<file path="config.mk">
export PLATFORM = sky130hd
export DESIGN_NAME = ide_host
export DESIGN_NICKNAME = d
export VERILOG_FILES = /design/src/common/ata_pkg.sv /design/src/common/host_pkg.sv /design/src/source/ide_host.sv /design/src/ide/ide_req_queue.sv /design/src/ide/ide_cycle.sv
export SDC_FILE = /design/constraint.sdc
export NUM_CORES = 1
export LEC_CHECK = 0
export BUFFER_PORTS_ARGS = -buffer_cell sky130_fd_sc_hd__buf_2
export CORE_ASPECT_RATIO = 1.4
export CORE_MARGIN = 2
export CORE_UTILIZATION = 56
export CTS_BUF_LIST = sky130_fd_sc_hd__clkbuf_4 sky130_fd_sc_hd__clkbuf_8 sky130_fd_sc_hd__clkbuf_16
export DETAILED_ROUTE_END_ITERATION = 10
export PLACE_DENSITY = 0.86
export SLEW_MARGIN = 20
export SYNTH_ARGS = -nofsm -noshare
export SYNTH_HDL_FRONTEND = slang
export SYNTH_SLANG_ARGS = --single-unit
</file>
<file path="constraint.sdc">
create_clock -name clk -period 4.4 [get_ports clk]
set_input_delay 0.22 -clock clk [delete_from_list [all_inputs] [get_ports clk]]
set_output_delay 0.22 -clock clk [all_outputs]
set_load 0.1 [all_outputs]
</file>
<file path="src/common/ata_pkg.sv">
/*
 * ATA device-side types: task-file address, status register bits,
 * and the union that reads one bus word as data or as status
 */
`default_nettype none

package ata_pkg;

   // task-file address as driven onto the cable
   typedef struct packed {
      logic [1:0] cs;   // chip selects, active low
      logic [2:0] da;   // device address lines
   } ata_addr_t;

   // ATA status register, low byte only carries bits
   typedef struct packed {
      logic [7:0] unused;
      logic       bsy;   // device busy
      logic       drdy;  // device ready
      logic       df;    // device fault
      logic       dsc;   // seek complete
      logic       drq;   // data request
      logic       corr;  // corrected data
      logic       idx;   // index mark
      logic       err;   // error in previous command
   } ata_status_t;

   // same 16 bits, read either as raw data or as status
   typedef union packed {
      logic [15:0] raw;
      ata_status_t status;
   } ata_word_u;

   ///////////////////////////////////////////////////
   // fixed addresses
   localparam ata_addr_t ata_status_addr = '{cs: 2'b10, da: 3'b111};
   localparam ata_addr_t ata_idle_addr   = '{cs: 2'b11, da: 3'b111};  // bus parked

endpackage

`default_nettype wire
</file>
<file path="src/common/host_pkg.sv">
/*
 * host-side request and response structs
 */
`default_nettype none

package host_pkg;

   import ata_pkg::*;

   // one register access from the host, 22 bits
   typedef struct packed {
      logic        write;  // 1 = write, 0 = read
      ata_addr_t   addr;
      logic [15:0] wdata;
   } ide_req_t;

   // read response back to the host, 21 bits
   typedef struct packed {
      ata_addr_t addr;
      ata_word_u rdata;
   } ide_rsp_t;

endpackage

`default_nettype wire

</file>
<file path="src/source/ide_host.sv">
/*
 * IDE host top: request queue feeding the PIO cycle engine
 */
`timescale 1ns/1ps
`default_nettype none

module ide_host
   import host_pkg::*;
#(
   parameter logic [3:0] strobe_cycles = 4'd15,
   parameter int         queue_depth   = 4
) (
   input  logic        clk,
   input  logic        reset,

   // host side
   input  logic        req_valid,
   input  ide_req_t    req,
   output logic        credit_return,
   output logic        rsp_valid,
   output ide_rsp_t    rsp,
   output logic        device_error,

   // IDE bus, data split in and out
   input  logic [15:0] ide_data_in,
   output logic [15:0] ide_data_out,
   output logic        ide_dior,
   output logic        ide_diow,
   output logic [1:0]  ide_cs,
   output logic [2:0]  ide_da
);

   logic     cyc_valid;
   logic     cyc_take;
   ide_req_t cyc_req;

   //////////////////////////////////////////////////
   // pending requests

   ide_req_queue #(
      .queue_depth   (queue_depth)
   ) ide_req_queue_i (
      .clk           (clk),
      .reset         (reset),
      .req_valid     (req_valid),
      .req           (req),
      .cyc_take      (cyc_take),
      .cyc_valid     (cyc_valid),
      .cyc_req       (cyc_req),
      .credit_return (credit_return)
   );

   //////////////////////////////////////////////////
   // bus cycle engine

   ide_cycle #(
      .strobe_cycles (strobe_cycles)
   ) ide_cycle_i (
      .clk           (clk),
      .reset         (reset),
      .cyc_valid     (cyc_valid),
      .cyc_req       (cyc_req),
      .cyc_take      (cyc_take),
      .rsp_valid     (rsp_valid),
      .rsp           (rsp),
      .device_error  (device_error),
      .ide_data_in   (ide_data_in),
      .ide_data_out  (ide_data_out),
      .ide_dior      (ide_dior),
      .ide_diow      (ide_diow),
      .ide_cs        (ide_cs),
      .ide_da        (ide_da)
   );

endmodule

`default_nettype wire

</file>
<file path="src/ide/ide_req_queue.sv">
/*
 * request FIFO in front of the cycle engine,
 * one credit returned to the host per entry handed over
 */
`timescale 1ns/1ps
`default_nettype none

module ide_req_queue
   import host_pkg::*;
#(
   parameter int queue_depth = 4   // entries, also the host's starting credits
) (
   input  logic     clk,
   input  logic     reset,

   input  logic     req_valid,
   input  ide_req_t req,

   input  logic     cyc_take,
   output logic     cyc_valid,
   output ide_req_t cyc_req,

   output logic     credit_return
);

   localparam int ptr_w = (queue_depth > 1) ? $clog2(queue_depth) : 1;
   localparam int cnt_w = $clog2(queue_depth + 1);
   localparam logic [ptr_w-1:0] last_slot = ptr_w'(queue_depth - 1);

   ide_req_t         mem [queue_depth];
   logic [ptr_w-1:0] wr_ptr;
   logic [ptr_w-1:0] rd_ptr;
   logic [cnt_w-1:0] count;   // occupied entries
   logic             pop;

   // pointer step with wrap for any depth
   function automatic logic [ptr_w-1:0] ptr_inc(input logic [ptr_w-1:0] ptr);
      return (ptr == last_slot) ? '0 : ptr + 1'b1;
   endfunction

   assign pop = cyc_take && cyc_valid;

   //////////////////////////////////////////////////
   // storage

   always_ff @(posedge clk) begin
      if (req_valid)
         mem[wr_ptr] <= req;
   end

   always_ff @(posedge clk) begin
      if (reset) begin
         wr_ptr <= '0;
         rd_ptr <= '0;
         count  <= '0;
      end else begin
         if (req_valid)
            wr_ptr <= ptr_inc(wr_ptr);
         if (pop)
            rd_ptr <= ptr_inc(rd_ptr);
         case ({req_valid, pop})
            2'b10:   count <= count + 1'b1;
            2'b01:   count <= count - 1'b1;
            default: count <= count;   // idle, or push and pop together
         endcase
      end
   end

   //////////////////////////////////////////////////
   // head entry toward the engine

   assign cyc_valid     = count != '0;
   assign cyc_req       = mem[rd_ptr];
   assign credit_return = pop;   // slot freed, hand the credit back

endmodule

`default_nettype wire

</file>
<file path="src/ide/ide_cycle.sv">
/*
 * IDE PIO cycle engine: setup, strobe, done and two recovery states,
 * read data return and ATA status decode into a device error flag
 */
`timescale 1ns/1ps
`default_nettype none

module ide_cycle
   import ata_pkg::*, host_pkg::*;
#(
   parameter logic [3:0] strobe_cycles = 4'd15  // extra cycles with the strobe low
) (
   input  logic        clk,
   input  logic        reset,

   input  logic        cyc_valid,
   input  ide_req_t    cyc_req,
   output logic        cyc_take,

   output logic        rsp_valid,
   output ide_rsp_t    rsp,
   output logic        device_error,

   input  logic [15:0] ide_data_in,
   output logic [15:0] ide_data_out,
   output logic        ide_dior,
   output logic        ide_diow,
   output logic [1:0]  ide_cs,
   output logic [2:0]  ide_da
);

   localparam logic [2:0] st_idle   = 3'd0;
   localparam logic [2:0] st_setup  = 3'd1;
   localparam logic [2:0] st_strobe = 3'd2;
   localparam logic [2:0] st_done   = 3'd3;
   localparam logic [2:0] st_rec1   = 3'd4;
   localparam logic [2:0] st_rec2   = 3'd5;

   logic [2:0]  state;
   logic [2:0]  state_next;
   logic [3:0]  strobe_count;
   logic [15:0] data_in_q;      // bus data, one cycle behind the pins
   ide_req_t    cur;            // request owned for the whole bus cycle
   ata_word_u   rdata_q;
   logic        cycle_active;
   logic        strobe_active;
   logic        last_strobe;
   logic        status_read;

   //////////////////////////////////////////////////
   // sequencer

   assign cycle_active  = state != st_idle;
   assign strobe_active = state == st_strobe;
   assign last_strobe   = strobe_active && (strobe_count == strobe_cycles);
   assign cyc_take      = (state == st_idle) && cyc_valid;

   always_comb begin
      state_next = state;
      case (state)
         st_idle:   if (cyc_valid) state_next = st_setup;
         st_setup:  state_next = st_strobe;
         st_strobe: if (last_strobe) state_next = st_done;
         st_done:   state_next = st_rec1;
         st_rec1:   state_next = st_rec2;
         st_rec2:   state_next = st_idle;
         default:   state_next = st_idle;
      endcase
   end

   always_ff @(posedge clk) begin
      if (reset)
         state <= st_idle;
      else
         state <= state_next;
   end

   // counts strobe cycles, restarted from setup
   always_ff @(posedge clk) begin
      if (reset)
         strobe_count <= 4'd0;
      else if (state == st_setup)
         strobe_count <= 4'd0;
      else if (strobe_active)
         strobe_count <= strobe_count + 4'd1;
   end

   //////////////////////////////////////////////////
   // datapath

   always_ff @(posedge clk) begin
      data_in_q <= ide_data_in;
      if (cyc_take)
         cur <= cyc_req;
      if (last_strobe && !cur.write)
         rdata_q.raw <= data_in_q;   // sample late in the strobe
   end

   // address, chip selects and write data held from setup through rec2
   assign ide_cs       = cycle_active ? cur.addr.cs : ata_idle_addr.cs;
   assign ide_da       = cycle_active ? cur.addr.da : ata_idle_addr.da;
   assign ide_data_out = (cycle_active && cur.write) ? cur.wdata : 16'h0000;

   assign ide_dior = ~(strobe_active && !cur.write);
   assign ide_diow = ~(strobe_active && cur.write);

   //////////////////////////////////////////////////
   // response and status decode

   assign rsp_valid  = (state == st_done) && !cur.write;
   assign rsp.addr   = cur.addr;
   assign rsp.rdata  = rdata_q;

   assign status_read = !cur.write && (cur.addr == ata_status_addr);

   // err bit sticks until the next status read
   always_ff @(posedge clk) begin
      if (reset)
         device_error <= 1'b0;
      else if ((state == st_done) && status_read)
         device_error <= rdata_q.status.err;
   end

endmodule

`default_nettype wire

</file>
### After elaboration in Yosys (flattened, before gate mapping)

Memories as Yosys holds them, arrays and structs flattened. A register that Yosys moved wholly into a read port is not among the register bits.
Index checks and enable logic that the tools add are counted.

* memories: 1
* memory bits (writable): 88
* output and inout port bits: 47
* word-level logic and storage cells: 56
* register bits: 47

* multiplexer cells: 11
* equality and inequality tests: 12
* bitwise gates (word level): 2
* reduce and logical (&&, ||, !) cells: 17
* add/sub/neg operators: 5

Memories
* ide_req_queue_i.mem: depth 4, bits a word 22, rd ports 1, clocked after memory_dff 1, write ports 1, RTL line ide_req_queue.sv:30 `ide_req_t mem [queue_depth];`

Operators by type and width (number)
* 16-bit two-way mux: 1
* 3-bit case mux with 5 select lines: 1
* 1-bit logical AND: 10
* 3-bit two-way mux: 3
* 2-bit equality test, second input constant: 3
* 3-bit by 2-bit equality test with 1-bit output, second input constant: 2
* 2-bit two-way mux: 3
* 3-bit case mux with 2 select lines: 1
* 3-bit nonzero test: 2
* 5-bit equality test, second input constant: 1
* 2-bit by 1-bit adder with 2-bit output, second input constant: 2
* 4-bit by 1-bit adder with 4-bit output, second input constant: 1
* 4-bit equality test, second input constant: 1
* 3-bit by 1-bit adder with 3-bit output, second input constant: 1
* 3-bit by 1-bit equality test with 1-bit output, second input constant: 1
* 3-bit equality test, second input constant: 1
* 3-bit logical NOT: 1
* 3-bit by 1-bit subtractor with 3-bit output, second input constant: 1
* 2-bit by 1-bit equality test with 1-bit output, second input constant: 1
* 1-bit two-way mux: 2
* 2-bit by 1-bit != test with 1-bit output, second input constant: 1
* 2-bit != test, second input constant: 1
* 1-bit inverter: 2
* 2-bit AND reduction: 1
* 3 further kinds: 3

### Longest topological paths before layout

Gate-level depths: netlist of the first run.

* depth after elaboration: 5
* depth in mapped cells: 10
* mapped depth without buffers: 8

### By module

Synthesis of the first run repeated with hierarchy kept, for this count alone.

* cell total of the unflattened synthesis: 302
* area total of the unflattened synthesis: 5799.3 um^2

By module, submodules not included
* ide_req_queue: area each 3641.0 um^2, times used 1, sequential area each 2822.7 um^2, cells each 162
* ide_cycle: area each 2158.3 um^2, times used 1, sequential area each 1621.6 um^2, cells each 140

### Worst setup path after synthesis of the first run

Ideal clock, no wire load.

* path type: reg2reg
* start point: register ide_cycle_i.state[0]
* end point: register ide_req_queue_i.count[2]
* arrival time: 4.666 ns
* required time: 4.329 ns
* cell stages (with the launch flop): 11
* slack: -0.336 ns
* clock period less this slack: 4.736 ns
* path buffers: 2
* cell sequence: dfxtp_1 or3_1 buf_2 clkbuf_1 nor2_1 ha_1 inv_1 fa_1 xor2_1 or3_1 a21oi_1

* cells in the longest elaborated chain, start to end: 5

Ends and longest elaborated chain
* start: declaration: RTL line ide_cycle.sv:39 `logic [2:0] state;`
* start signal: assignment: RTL line ide_cycle.sv:73 `state <= st_idle;`
* start signal: assignment: RTL line ide_cycle.sv:75 `state <= state_next;`
* 3-bit logical NOT (*): RTL line ide_cycle.sv:56 `assign cyc_take = (state == st_idle) && cyc_valid;`
* 1-bit logical AND (*): RTL line ide_cycle.sv:56
* 1-bit logical AND (*): RTL line ide_req_queue.sv:41 `assign pop = cyc_take && cyc_valid;`
* net credit_return: RTL line ide_host.sv:19 `output logic credit_return,`
* 2-bit by 1-bit equality test with 1-bit output / 2-bit equality test (equally long branches): RTL line ide_req_queue.sv:61 `case ({req_valid, pop})`
* 3-bit case mux with 2 select lines / 2-bit nonzero test (equally long branches)
* end signal: assignment: RTL line ide_req_queue.sv:62 `2'b10: count <= count + 1'b1;`
* end signal: assignment: RTL line ide_req_queue.sv:63 `2'b01: count <= count - 1'b1;`
* end signal: assignment: RTL line ide_req_queue.sv:64 `default: count <= count;`
* end: declaration: RTL line ide_req_queue.sv:33 `logic [cnt_w-1:0] count;`

Mark *: on every way through the listed nets, which the timed path passes. The rest lies on a longest branch.
A chain may end at the register's enable or synchronous reset.

### Final worst setup path of the first run

* start point: register ide_cycle_i.state[1]
* end point: output credit_return

* cells in the longest elaborated chain, start to end: 3

Ends and longest elaborated chain (RTL line)
* 3-bit logical NOT: ide_cycle.sv:56
* 1-bit logical AND: ide_cycle.sv:56
* 1-bit logical AND: ide_req_queue.sv:41
* end: declaration: ide_host.sv:19

No other way between the ends.

==> impl_metrics.yaml, run 1 <==
worst_setup_path:
  cp_max_fo: 26
  r2r-start: "ide_cycle_i.state[1]$_SDFFE_PP0P_"
  cp.required_ns: 4.18
  critPathLaunchType: "flip-flop"
  worstPathCellList: "or3_1 > nor2_2 > buf_4 > buf_2"
  reg2reg_slack_ns: 1.64
  critPathMaxStageDelay_ns: 0.77
  r2r_cells: 8
  critical_path.startpoint: "ide_cycle_i.state[1]$_SDFFE_PP0P_"
  end_kind: "output pin"
  critPathKind: "flip-flop to output pin"
  endpoint: "credit_return"
  r2r_end: "ide_req_queue_i.count[2]$_SDFFE_PP0P_"
  arrival_ns: 2.74
  slowest_stage: "or3_1"
route:
  remaining_drc_errors: 0
  drt_iter0_drc: 287
  vias: 2981
  drtAntennaViolNets: 0
  vias_per_cell: 5.342
  dr.pass1.iters: 7
  detail_route.wl_per_cell_um: 18.99
  wl_um: 10600
die:
  die_y_um: 123.2
  die_area_mm2: 0.01098
  core_area_mm2: 0.009899
  io_pins: 88
  rows: 43
  start_util_pct: 57.38
  fp.dieW_um: 89.12
global_route:
  grt_max_degree: 27
  grt_pass1_wl_um: 16120
  antenna_found_initial: 0
  first_global_vias: 3137
  grt_overflow: 0
  grt_use_total_pct: 20.70
cells_and_area:
  area_growth_pct: 22.78
  nNetsFinal: 459
  drive_gt1_share_pct: 35.93
  diodes: 0
  fill_cells: 627
  final_cells: 558
synthesis:
  yosys.area_share.simple_pct: 6.674
  syn_nets: 351
  synth-xor-area-share_pct: 0.4626
  synth_seq_cells: 157
  synth_ff_type: "edfxtp_1"
  ys_types: 37
  syn_area_mm2: 0.005680
  ys_seq_area_share_pct: 77.53
  synth_fa_ha_area_share_pct: 1.894
  async_flop_share_pct: 0
  synth_top_area_cell: "edfxtp_1"
  ys_top_cells_by_count: "edfxtp_1 (126), dfxtp_1 (31), mux4_2 (22)"
  avgSynthCellArea_um2: 18.81
  yosys_warnings: 0
  synth_mux_area_share_pct: 9.251
  synth_area_leaders: "edfxtp_1 (67%), dfxtp_1 (11%), mux4_2 (8.7%)"
  synth_edf_count: 126
  synth_top_area_share_pct: 66.61
  synth_top_family_by_area: "multiplexers"
  syn_inst: 302
  synth_compound_gate_area_share_pct: 2.137
  synth_most_common_cell: "edfxtp_1"
worst_hold_path:
  hp-class: "primary input to flip-flop"
power_and_ir_drop:
  power.share.clock_pct: 28.3
  p_switching_mw: 1.893
  p_int_mw: 3.022
  pwr-share-seq_pct: 41.2
  peakVddDrop_uv: 405.9
  p_sw_share_pct: 38.51
  power_frac_comb_pct: 30.5
  powerDensity_mw_per_mm2: 704.8
  p_leak_nw: 2.601
timing:
  finalSetupTns_ns: 0
  hold_viol_final: 0
  rsz0062_at_grt: "false"
  fin_crit_sh_pct: 67.38
  fin_skew_ns: 0.006791
  setup_ws_ns: 1.435
  tightest_slew_ns: 0.8523
  slew_headroom_pct: 43.18
  finalSetupViolCount: 0
  slew_viol_final: 0
  max_freq_mhz: 337.3
  fin_crit_ns: 2.965
run:
  cap_viol_max_count: 0
outcome:
  status: "finished, final reports clean"
cts:
  ctsRootBufferMaster: "clkbuf_16"
  cts_resized: 0
  cts.sinks: 157
  cts_buffers: 17
  htree_levels: 4
  clockBufferDepth: 2
  cts_tree: "yes"
  clk_pin_slew_ns: 0.06
  clock_latency_ns: 0.41
place:
  pre_cts_slack_ns: 1.651
  io_buffers: 87
  place.gp.congestion: 0.7577
  hpwl_um: 5870
  placed_cells: 510
==> power groups by stage <==
stage | Sequential [mW] | Clock (mW) | Combinational [mW]
floorplan | 1.92 | 0 | 1.35
global placement | 2.04 | 0 | 1.45
detailed placement | 2.05 | 0 | 1.47
CTS | 2.03 | 1.41 | 1.50
global route | 2.06 | 1.47 | 1.57
finish | 2.03 | 1.39 | 1.50
==> per-layer routing <==
metal	part of all wire (%)	global-route usage (%)	up-vias
met5	0	0	-
li1	-	-	1383
met1	37	23.52	1451
met4	2.1	9.701	0
met2	53	35.65	128
met3	7.4	5.808	19
==> layout by cell type (no fill, tap or decap), drive strengths merged, types with 2 or more instances in the layout <==
| cell | instances |
|---|---|
| nand3 | 2 |
| ha | 7 |
| buf | 92 |
| or3 | 3 |
| dlygate4sd3 | 16 |
| clkbuf | 22 |
| nand2b | 9 |
| a21o | 2 |
| dfxtp | 31 |
| mux2i | 3 |
| a21oi | 10 |
| edfxtp | 126 |
| inv | 11 |
| and2 | 5 |
| clkinv | 4 |
| mux4 | 22 |
| nand3b | 3 |
| nand2 | 3 |
| o21ai | 5 |
| or3b | 2 |
| nor3b | 2 |
| and3 | 16 |
| xor2 | 2 |
| nor3 | 2 |
| nor2 | 10 |
==> final cells by class <==
| type | count | area (um2) | share of cell area [%] |
|---|---|---|---|
| sequential | 157 | 4407 | 63.19 |
| multi-input combinational | 120 | 1165 | 16.70 |
| timing repair buffer | 108 | 633.1 | 9.078 |
| clock buffer | 22 | 504.2 | 7.230 |
| tap | 135 | 168.9 | 2.422 |
| clock inverter | 10 | 73.82 | 1.058 |
| inverter | 6 | 22.52 | 0.3229 |
==> logic make-up after synthesis <==
family | count (synthesis)
flip-flops | 157
XOR/XNOR | 3
AND/OR/NAND/NOR | 63
multiplexers | 25
adder cells (fa/ha/maj) | 8
buffers and inverters | 25
AO/OA/AOI/OAI | 21
==> stage by stage <==
step,hold WS [ns],area [um2],power [mW],utilization [%]
floorplan,0.2477,5683,3.268,-
global placement,0.3238,6232,3.484,62.96
detailed placement,0.3236,6233,3.524,62.97
CTS,0.007434,6972,4.937,70.42
global route,0.01259,6974,5.096,70.45
finish,0.01654,6974,4.915,70.45
==> state kept, by name, indices dropped and copies added (netlist names), 3 cells and up <==
| register | cells |
|---|---|
| ide_cycle_i.cur | 17 |
| ide_cycle_i.data_in_q | 16 |
| ide_cycle_i.rdata_q | 16 |
| ide_cycle_i.rsp | 5 |
| ide_cycle_i.state | 3 |
| ide_cycle_i.strobe_count | 4 |
| ide_req_queue_i.count | 3 |
| ide_req_queue_i.mem | 88 |
==> what timing repair did <==
item / 4_1_cts / 5_1_grt
hold buffers: 16 / 0
endpoints found under the hold margin: 16 / 0
buffers inserted: 0 / 0
==> worst max-delay path, delay by kind of cell, from the launching register on <==
kind	cells	cell delay, ns
and+or+nand+nor	2	1.03
buffers and inverters	2	0.84
DFF	1	0.44
==> how the worst min path moves through the flow <==
stage	startpoint	end	slack, ns	depth (start not counted)
2_1_floorplan	ide_data_in[0]	ide_cycle_i.data_in_q[0]$_DFF_P_	0.25	0
3_3_place_gp	ide_data_in[7]	ide_cycle_i.data_in_q[7]$_DFF_P_	0.32	1
3_5_place_dp	ide_data_in[9]	ide_cycle_i.data_in_q[9]$_DFF_P_	0.32	1
4_1_cts	req[7]	ide_req_queue_i.mem[2][7]$_DFFE_PP_	0.007	1
5_1_grt	req[13]	ide_req_queue_i.mem[3][13]$_DFFE_PP_	0.01	1
6_report	req[7]	ide_req_queue_i.mem[3][7]$_DFFE_PP_	0.02	1
(Power assumes the default switching activity.)
==> run 2, diff against run 1 <==
ABC_AREA = 1   (was default)
CORE_UTILIZATION = 50   (was 56)
PLACE_DENSITY = 0.81   (was 0.86)
clock period = 2.69 ns   (was 4.4 ns; I/O delays follow)
==> impl_metrics.yaml, run 2 <==
route:
  detail_route.wl_per_cell_um: 16.94
  drt_iter0_drc: 254
  vias_per_cell: 5.232
  remaining_drc_errors: 0
  vias: 3793
  drtAntennaViolNets: 0
  dr.pass1.iters: 7
  wl_um: 12280
cts:
  clockBufferDepth: 2
  ctsRootBufferMaster: "clkbuf_16"
  clock_latency_ns: 0.42
  cts_buffers: 17
  cts_tree: "yes"
  htree_levels: 4
  cts.sinks: 157
  clk_pin_slew_ns: 0.07
synthesis:
  synth_most_common_cell: "edfxtp_1"
  ys_types: 26
  syn_nets: 483
  avgSynthCellArea_um2: 13.30
  ys_top_cells_by_count: "edfxtp_1 (126), nor2_1 (62), o21ai_0 (48)"
  async_flop_share_pct: 0
  ys_seq_area_share_pct: 76.31
  yosys_warnings: 0
  syn_area_mm2: 0.005772
  synth_ff_type: "edfxtp_1"
  synth_top_area_share_pct: 65.55
  synth_area_leaders: "edfxtp_1 (66%), dfxtp_1 (11%), o21ai_0 (4.2%)"
  syn_inst: 434
  synth_edf_count: 126
  synth_top_area_cell: "edfxtp_1"
  synth_seq_cells: 157
worst_setup_path:
  critPathMaxStageDelay_ns: 0.51
  cp.required_ns: 2.56
  critPathLaunchType: "flip-flop"
  critPathKind: "flip-flop to output pin"
  worstPathCellList: "nor2_2 > nand2_2 > nor2_4 > buf_4 > buf_2"
  end_kind: "output pin"
  arrival_ns: 2.11
  crit_family: "buffers and inverters"
  reg2reg_slack_ns: 0.75
  slowest_stage: "buf_2"
  path_buf_inv: 2
  cp_max_fo: 25
power_and_ir_drop:
  power.share.clock_pct: 25.7
  p_switching_mw: 3.800
  power_frac_comb_pct: 37.3
  powerDensity_mw_per_mm2: 1195
  total_power_mw: 8.731
  peakVddDrop_uv: 1044
  p_leak_nw: 2.853
  pwr-share-seq_pct: 37.0
  p_int_mw: 4.931
  p_sw_share_pct: 43.52
die:
  core_area_mm2: 0.01128
  rows: 46
  io_pins: 88
  start_util_pct: 51.16
  die_area_mm2: 0.01243
  die_y_um: 131.1
  fp.dieW_um: 94.81
global_route:
  grt_overflow: 0
  first_global_vias: 3974
  grt_pass1_wl_um: 19360
  grt_max_degree: 48
  antenna_found_initial: 0
  grt_use_total_pct: 20.89
cells_and_area:
  regMostFlops: "ide_req_queue_i.mem"
  reg.largest.list: "ide_req_queue_i.mem: 88 flops, ide_cycle_i.cur: 17 flops"
  multi_input_area_mm2: 0.001109
  drive_gt1_share_pct: 25.65
  final_common_cell: "edfxtp_1"
  largest_register_ffs: 88
  layout_common_cells: "edfxtp_1 (126), buf_2 (87), nor2_1 (62)"
  diodes: 0
  nNetsFinal: 617
  regArea_mm2: 0.004404
  fill_cells: 815
  area_growth_pct: 26.62
timing:
  fin_skew_ns: 0.007943
  finalSetupViolCount: 0
  fin_crit_ns: 2.242
  finalSetupTns_ns: 0
  rsz0062_at_grt: "false"
  hold_viol_final: 0
  max_freq_mhz: 445.9
  slew_viol_final: 0
  fin_crit_sh_pct: 83.36
  slew_headroom_pct: 52.54
  tightest_slew_ns: 0.7109
place:
  hpwl_um: 6974
  place.gp.congestion: 0.7568
  io_buffers: 87
worst_hold_path:
  hp-class: "primary input to flip-flop"
outcome:
  status: "finished, final reports clean"
run:
  cap_viol_max_count: 0
-- run 2: cell count changes after synthesis, moves of 8 or more --
cell / delta
and3_1: -16
inv_1: +34
nor2_1: +52
o21ai_0: +43
nand3_1: +8
nand2_1: +24
nand2b_1: -9
o22ai_1: +22
mux4_2: -22
nor2_2: +13
-- run 2: kinds of logic after synthesis --
family	share of synthesized area, %
AND/OR/NAND/NOR	9.538
buffers and inverters	4.661
flip-flops	76.31
adder cells (fa/ha/maj)	1.864
AO/OA/AOI/OAI	7.631
-- run 2: tightest hold or removal path: stages --
cell and delay (ns):
buf_2 0.12, inv_1 0.10, a21oi_1 0.13
-- run 2: what timing repair did --
action                                 CTS  global route
setup buffers                            0             0
resized for setup                        0             0
endpoints found under the hold margin  107             0
hold buffers                            39             0
-- run 2: final timing paths --
check	depth (start not counted)	startpoint	end
max	5	ide_cycle_i.state[0]$_SDFFE_PP0P_	credit_return
min	3	req_valid	ide_req_queue_i.wr_ptr[1]$_SDFFE_PP0P_
max reg2reg	12	ide_cycle_i.state[0]$_SDFFE_PP0P_	ide_req_queue_i.count[2]$_SDFFE_PP0P_
min reg2reg	0	ide_cycle_i.data_in_q[1]$_DFF_P_	ide_cycle_i.rdata_q[1]$_DFFE_PP_
-- run 2: power groups by stage --
stage,sequential (mW),clock (mW),combinational [mW]
3_3_place_gp,3.26,0,3.07
5_1_grt,3.26,2.38,3.46
6_report,3.23,2.24,3.26
4_1_cts,3.23,2.26,3.25
3_5_place_dp,3.27,0,3.19
2_1_floorplan,3.23,0,2.63
-- run 2: per-layer routing --
layer | vias up | track usage (%) | wire length [um]
met3 | 28 | 4.931 | 691
met4 | 0 | 10.71 | 300
met1 | 1834 | 22.39 | 4359
met2 | 143 | 37.23 | 6930
li1 | 1788 | - | -
met5 | - | 0 | 0
-- run 2: through the flow --
stage,worst slack [ns],area [um2],util (%),std cells,hold WS (ns)
finish,0.4475,7308,64.78,725,0.1069
global route,0.3456,7308,64.78,725,0.1289
CTS,0.4429,7308,64.78,725,0.09935
detailed placement,0.8114,6350,56.29,654,0.2385
global placement,0.9525,6350,56.29,654,0.2376
floorplan,0.1107,5777,-,434,0.1622
-- run 2: area by class of cell --
cell class                 instances  area share, %
clock buffer                      18          6.009
tap                              144          2.465
sequential                       157          60.26
inverter                          43          2.209
clock inverter                    14          1.763
timing repair buffer             134          12.12
multi-input combinational        215          15.17
==> run 3, diff against run 2 <==
clock period = 1.82 ns   (was 2.69 ns; I/O delays follow)
==> impl_metrics.yaml, run 3 (synthesis results as in run 2) <==
timing:
  finalSetupViolCount: 0
  fin_crit_sh_pct: 99.25
  fin_crit_ns: 1.806
  tightest_slew_ns: 0.6851
  rsz0062_at_grt: "true"
  slew_viol_final: 0
  fin_skew_ns: 0.007551
  max_freq_mhz: 553.6
  hold_viol_final: 0
  slew_headroom_pct: 54.28
place:
  io_buffers: 87
  dpl-instance-area_mm2: 0.006643
  place.gp.congestion: 0.7610
  hpwl_um: 7129
global_route:
  first_global_vias: 3934
  antenna_found_initial: 0
  grt_max_degree: 45
  grt_overflow: 0
  grt_pass1_wl_um: 18620
  grt_use_total_pct: 19.88
cells_and_area:
  layout_common_cells: "edfxtp_1 (126), buf_2 (67), nor2_1 (56)"
  finish.utilization_pct: 68.12
  largest_register_ffs: 88
  nNetsFinal: 621
  drive_gt1_share_pct: 28.89
  final_common_cell: "edfxtp_1"
  final_area_mm2: 0.007685
  fill_cells: 771
  regMostFlops: "ide_req_queue_i.mem"
  area_growth_pct: 33.15
  reg.largest.list: "ide_req_queue_i.mem: 88 flops, ide_cycle_i.cur: 17 flops"
  diodes: 0
route:
  wl_um: 11850
  vias: 3730
  remaining_drc_errors: 0
  drt_iter0_drc: 230
  detail_route.wl_per_cell_um: 16.26
  vias_per_cell: 5.117
  dr.pass1.iters: 6
  drtAntennaViolNets: 0
cts:
  ctsRootBufferMaster: "clkbuf_16"
  cts_tree: "yes"
  clock_latency_ns: 0.41
  cts_buffers: 17
  clockBufferDepth: 2
  clk_pin_slew_ns: 0.06
  htree_levels: 4
  cts.sinks: 157
worst_setup_path:
  critPathLaunchType: "flip-flop"
  critPathKind: "flip-flop to flip-flop"
  cp_max_fo: 5
  cp.required_ns: 2.17
  arrival_ns: 2.16
  end_kind: "flip-flop"
power_and_ir_drop:
  p_leak_nw: 2.943
  peakVddDrop_uv: 1212
  powerDensity_mw_per_mm2: 1796
  total_power_mw: 13.80
die:
  die_area_mm2: 0.01243
  fp.dieW_um: 94.81
  start_util_pct: 51.16
  die_y_um: 131.1
  core_area_mm2: 0.01128
  io_pins: 88
  rows: 46
run:
  cap_viol_max_count: 0
outcome:
  status: "finished, final reports clean"
worst_hold_path:
  hp-class: "primary input to flip-flop"
[run 3: cell type report]
cell class	count	area, um2	share of cell area [%]
clock buffer	17	425.4	5.536
inverter	43	161.4	2.100
timing repair buffer	138	1186	15.43
sequential	157	4409	57.38
clock inverter	15	153.9	2.003
multi-input combinational	215	1169	15.21
tap	144	180.2	2.345
[run 3: through the flow]
step                hold slack [ns]  worst slack, ns  TNS [ns]  std cells
global route                 0.1577         -0.08469   -0.1939        729
floorplan                    0.1187          -0.6021    -1.678        434
global placement             0.1943           0.2037         0        654
CTS                          0.1126         0.002799         0        725
detailed placement           0.1949           0.1020         0        654
finish                       0.1188          0.01374         0        729
[run 3: metal layers]
metal  wire, um  track usage, %
met5          0               0
met4        148           8.052
met3        640           4.243
met2       6645           35.74
met1       4419           22.38
[run 3: worst paths after layout]
kind	end	depth (start not counted)	start	slack (ns)
worst min register to register	ide_cycle_i.rdata_q[7]$_DFFE_PP_	0	ide_cycle_i.data_in_q[7]$_DFF_P_	0.40
worst max register to register	ide_req_queue_i.count[2]$_SDFFE_PP0P_	11	ide_cycle_i.state[0]$_SDFFE_PP0P_	0.01
worst max-delay path	ide_req_queue_i.count[2]$_SDFFE_PP0P_	11	ide_cycle_i.state[0]$_SDFFE_PP0P_	0.01
worst min-delay path	ide_req_queue_i.wr_ptr[1]$_SDFFE_PP0P_	3	req_valid	0.12
[run 3: repair_timing]
| action | CTS | global route |
|---|---|---|
| hold buffers | 39 | 0 |
| pin swaps | 0 | 3 |
| hold endpoints to repair | 107 | 0 |
| resized for setup | 5 | 6 |
| endpoints found under the setup margin | 17 | 21 |
| buffers inserted | 0 | 4 |
[run 3: critical path, cell delays in order (launching register included)]
cell     delay [ns]
dfxtp_4        0.37
nor2_4         0.14
nand2_4        0.10
nor2_4         0.17
ha_4           0.16
inv_2          0.04
fa_2           0.34
nand2_1        0.13
nand3_2        0.10
nand2_1        0.07
nand2_1        0.05
nor2_1         0.08
[run 3: report_power, final]
part	switching, mW	internal, mW	total [mW]
Combinational	4.05	1.54	5.59
Sequential	0.266	4.55	4.82
Clock	1.46	1.93	3.39
Total	5.78	8.02	13.8
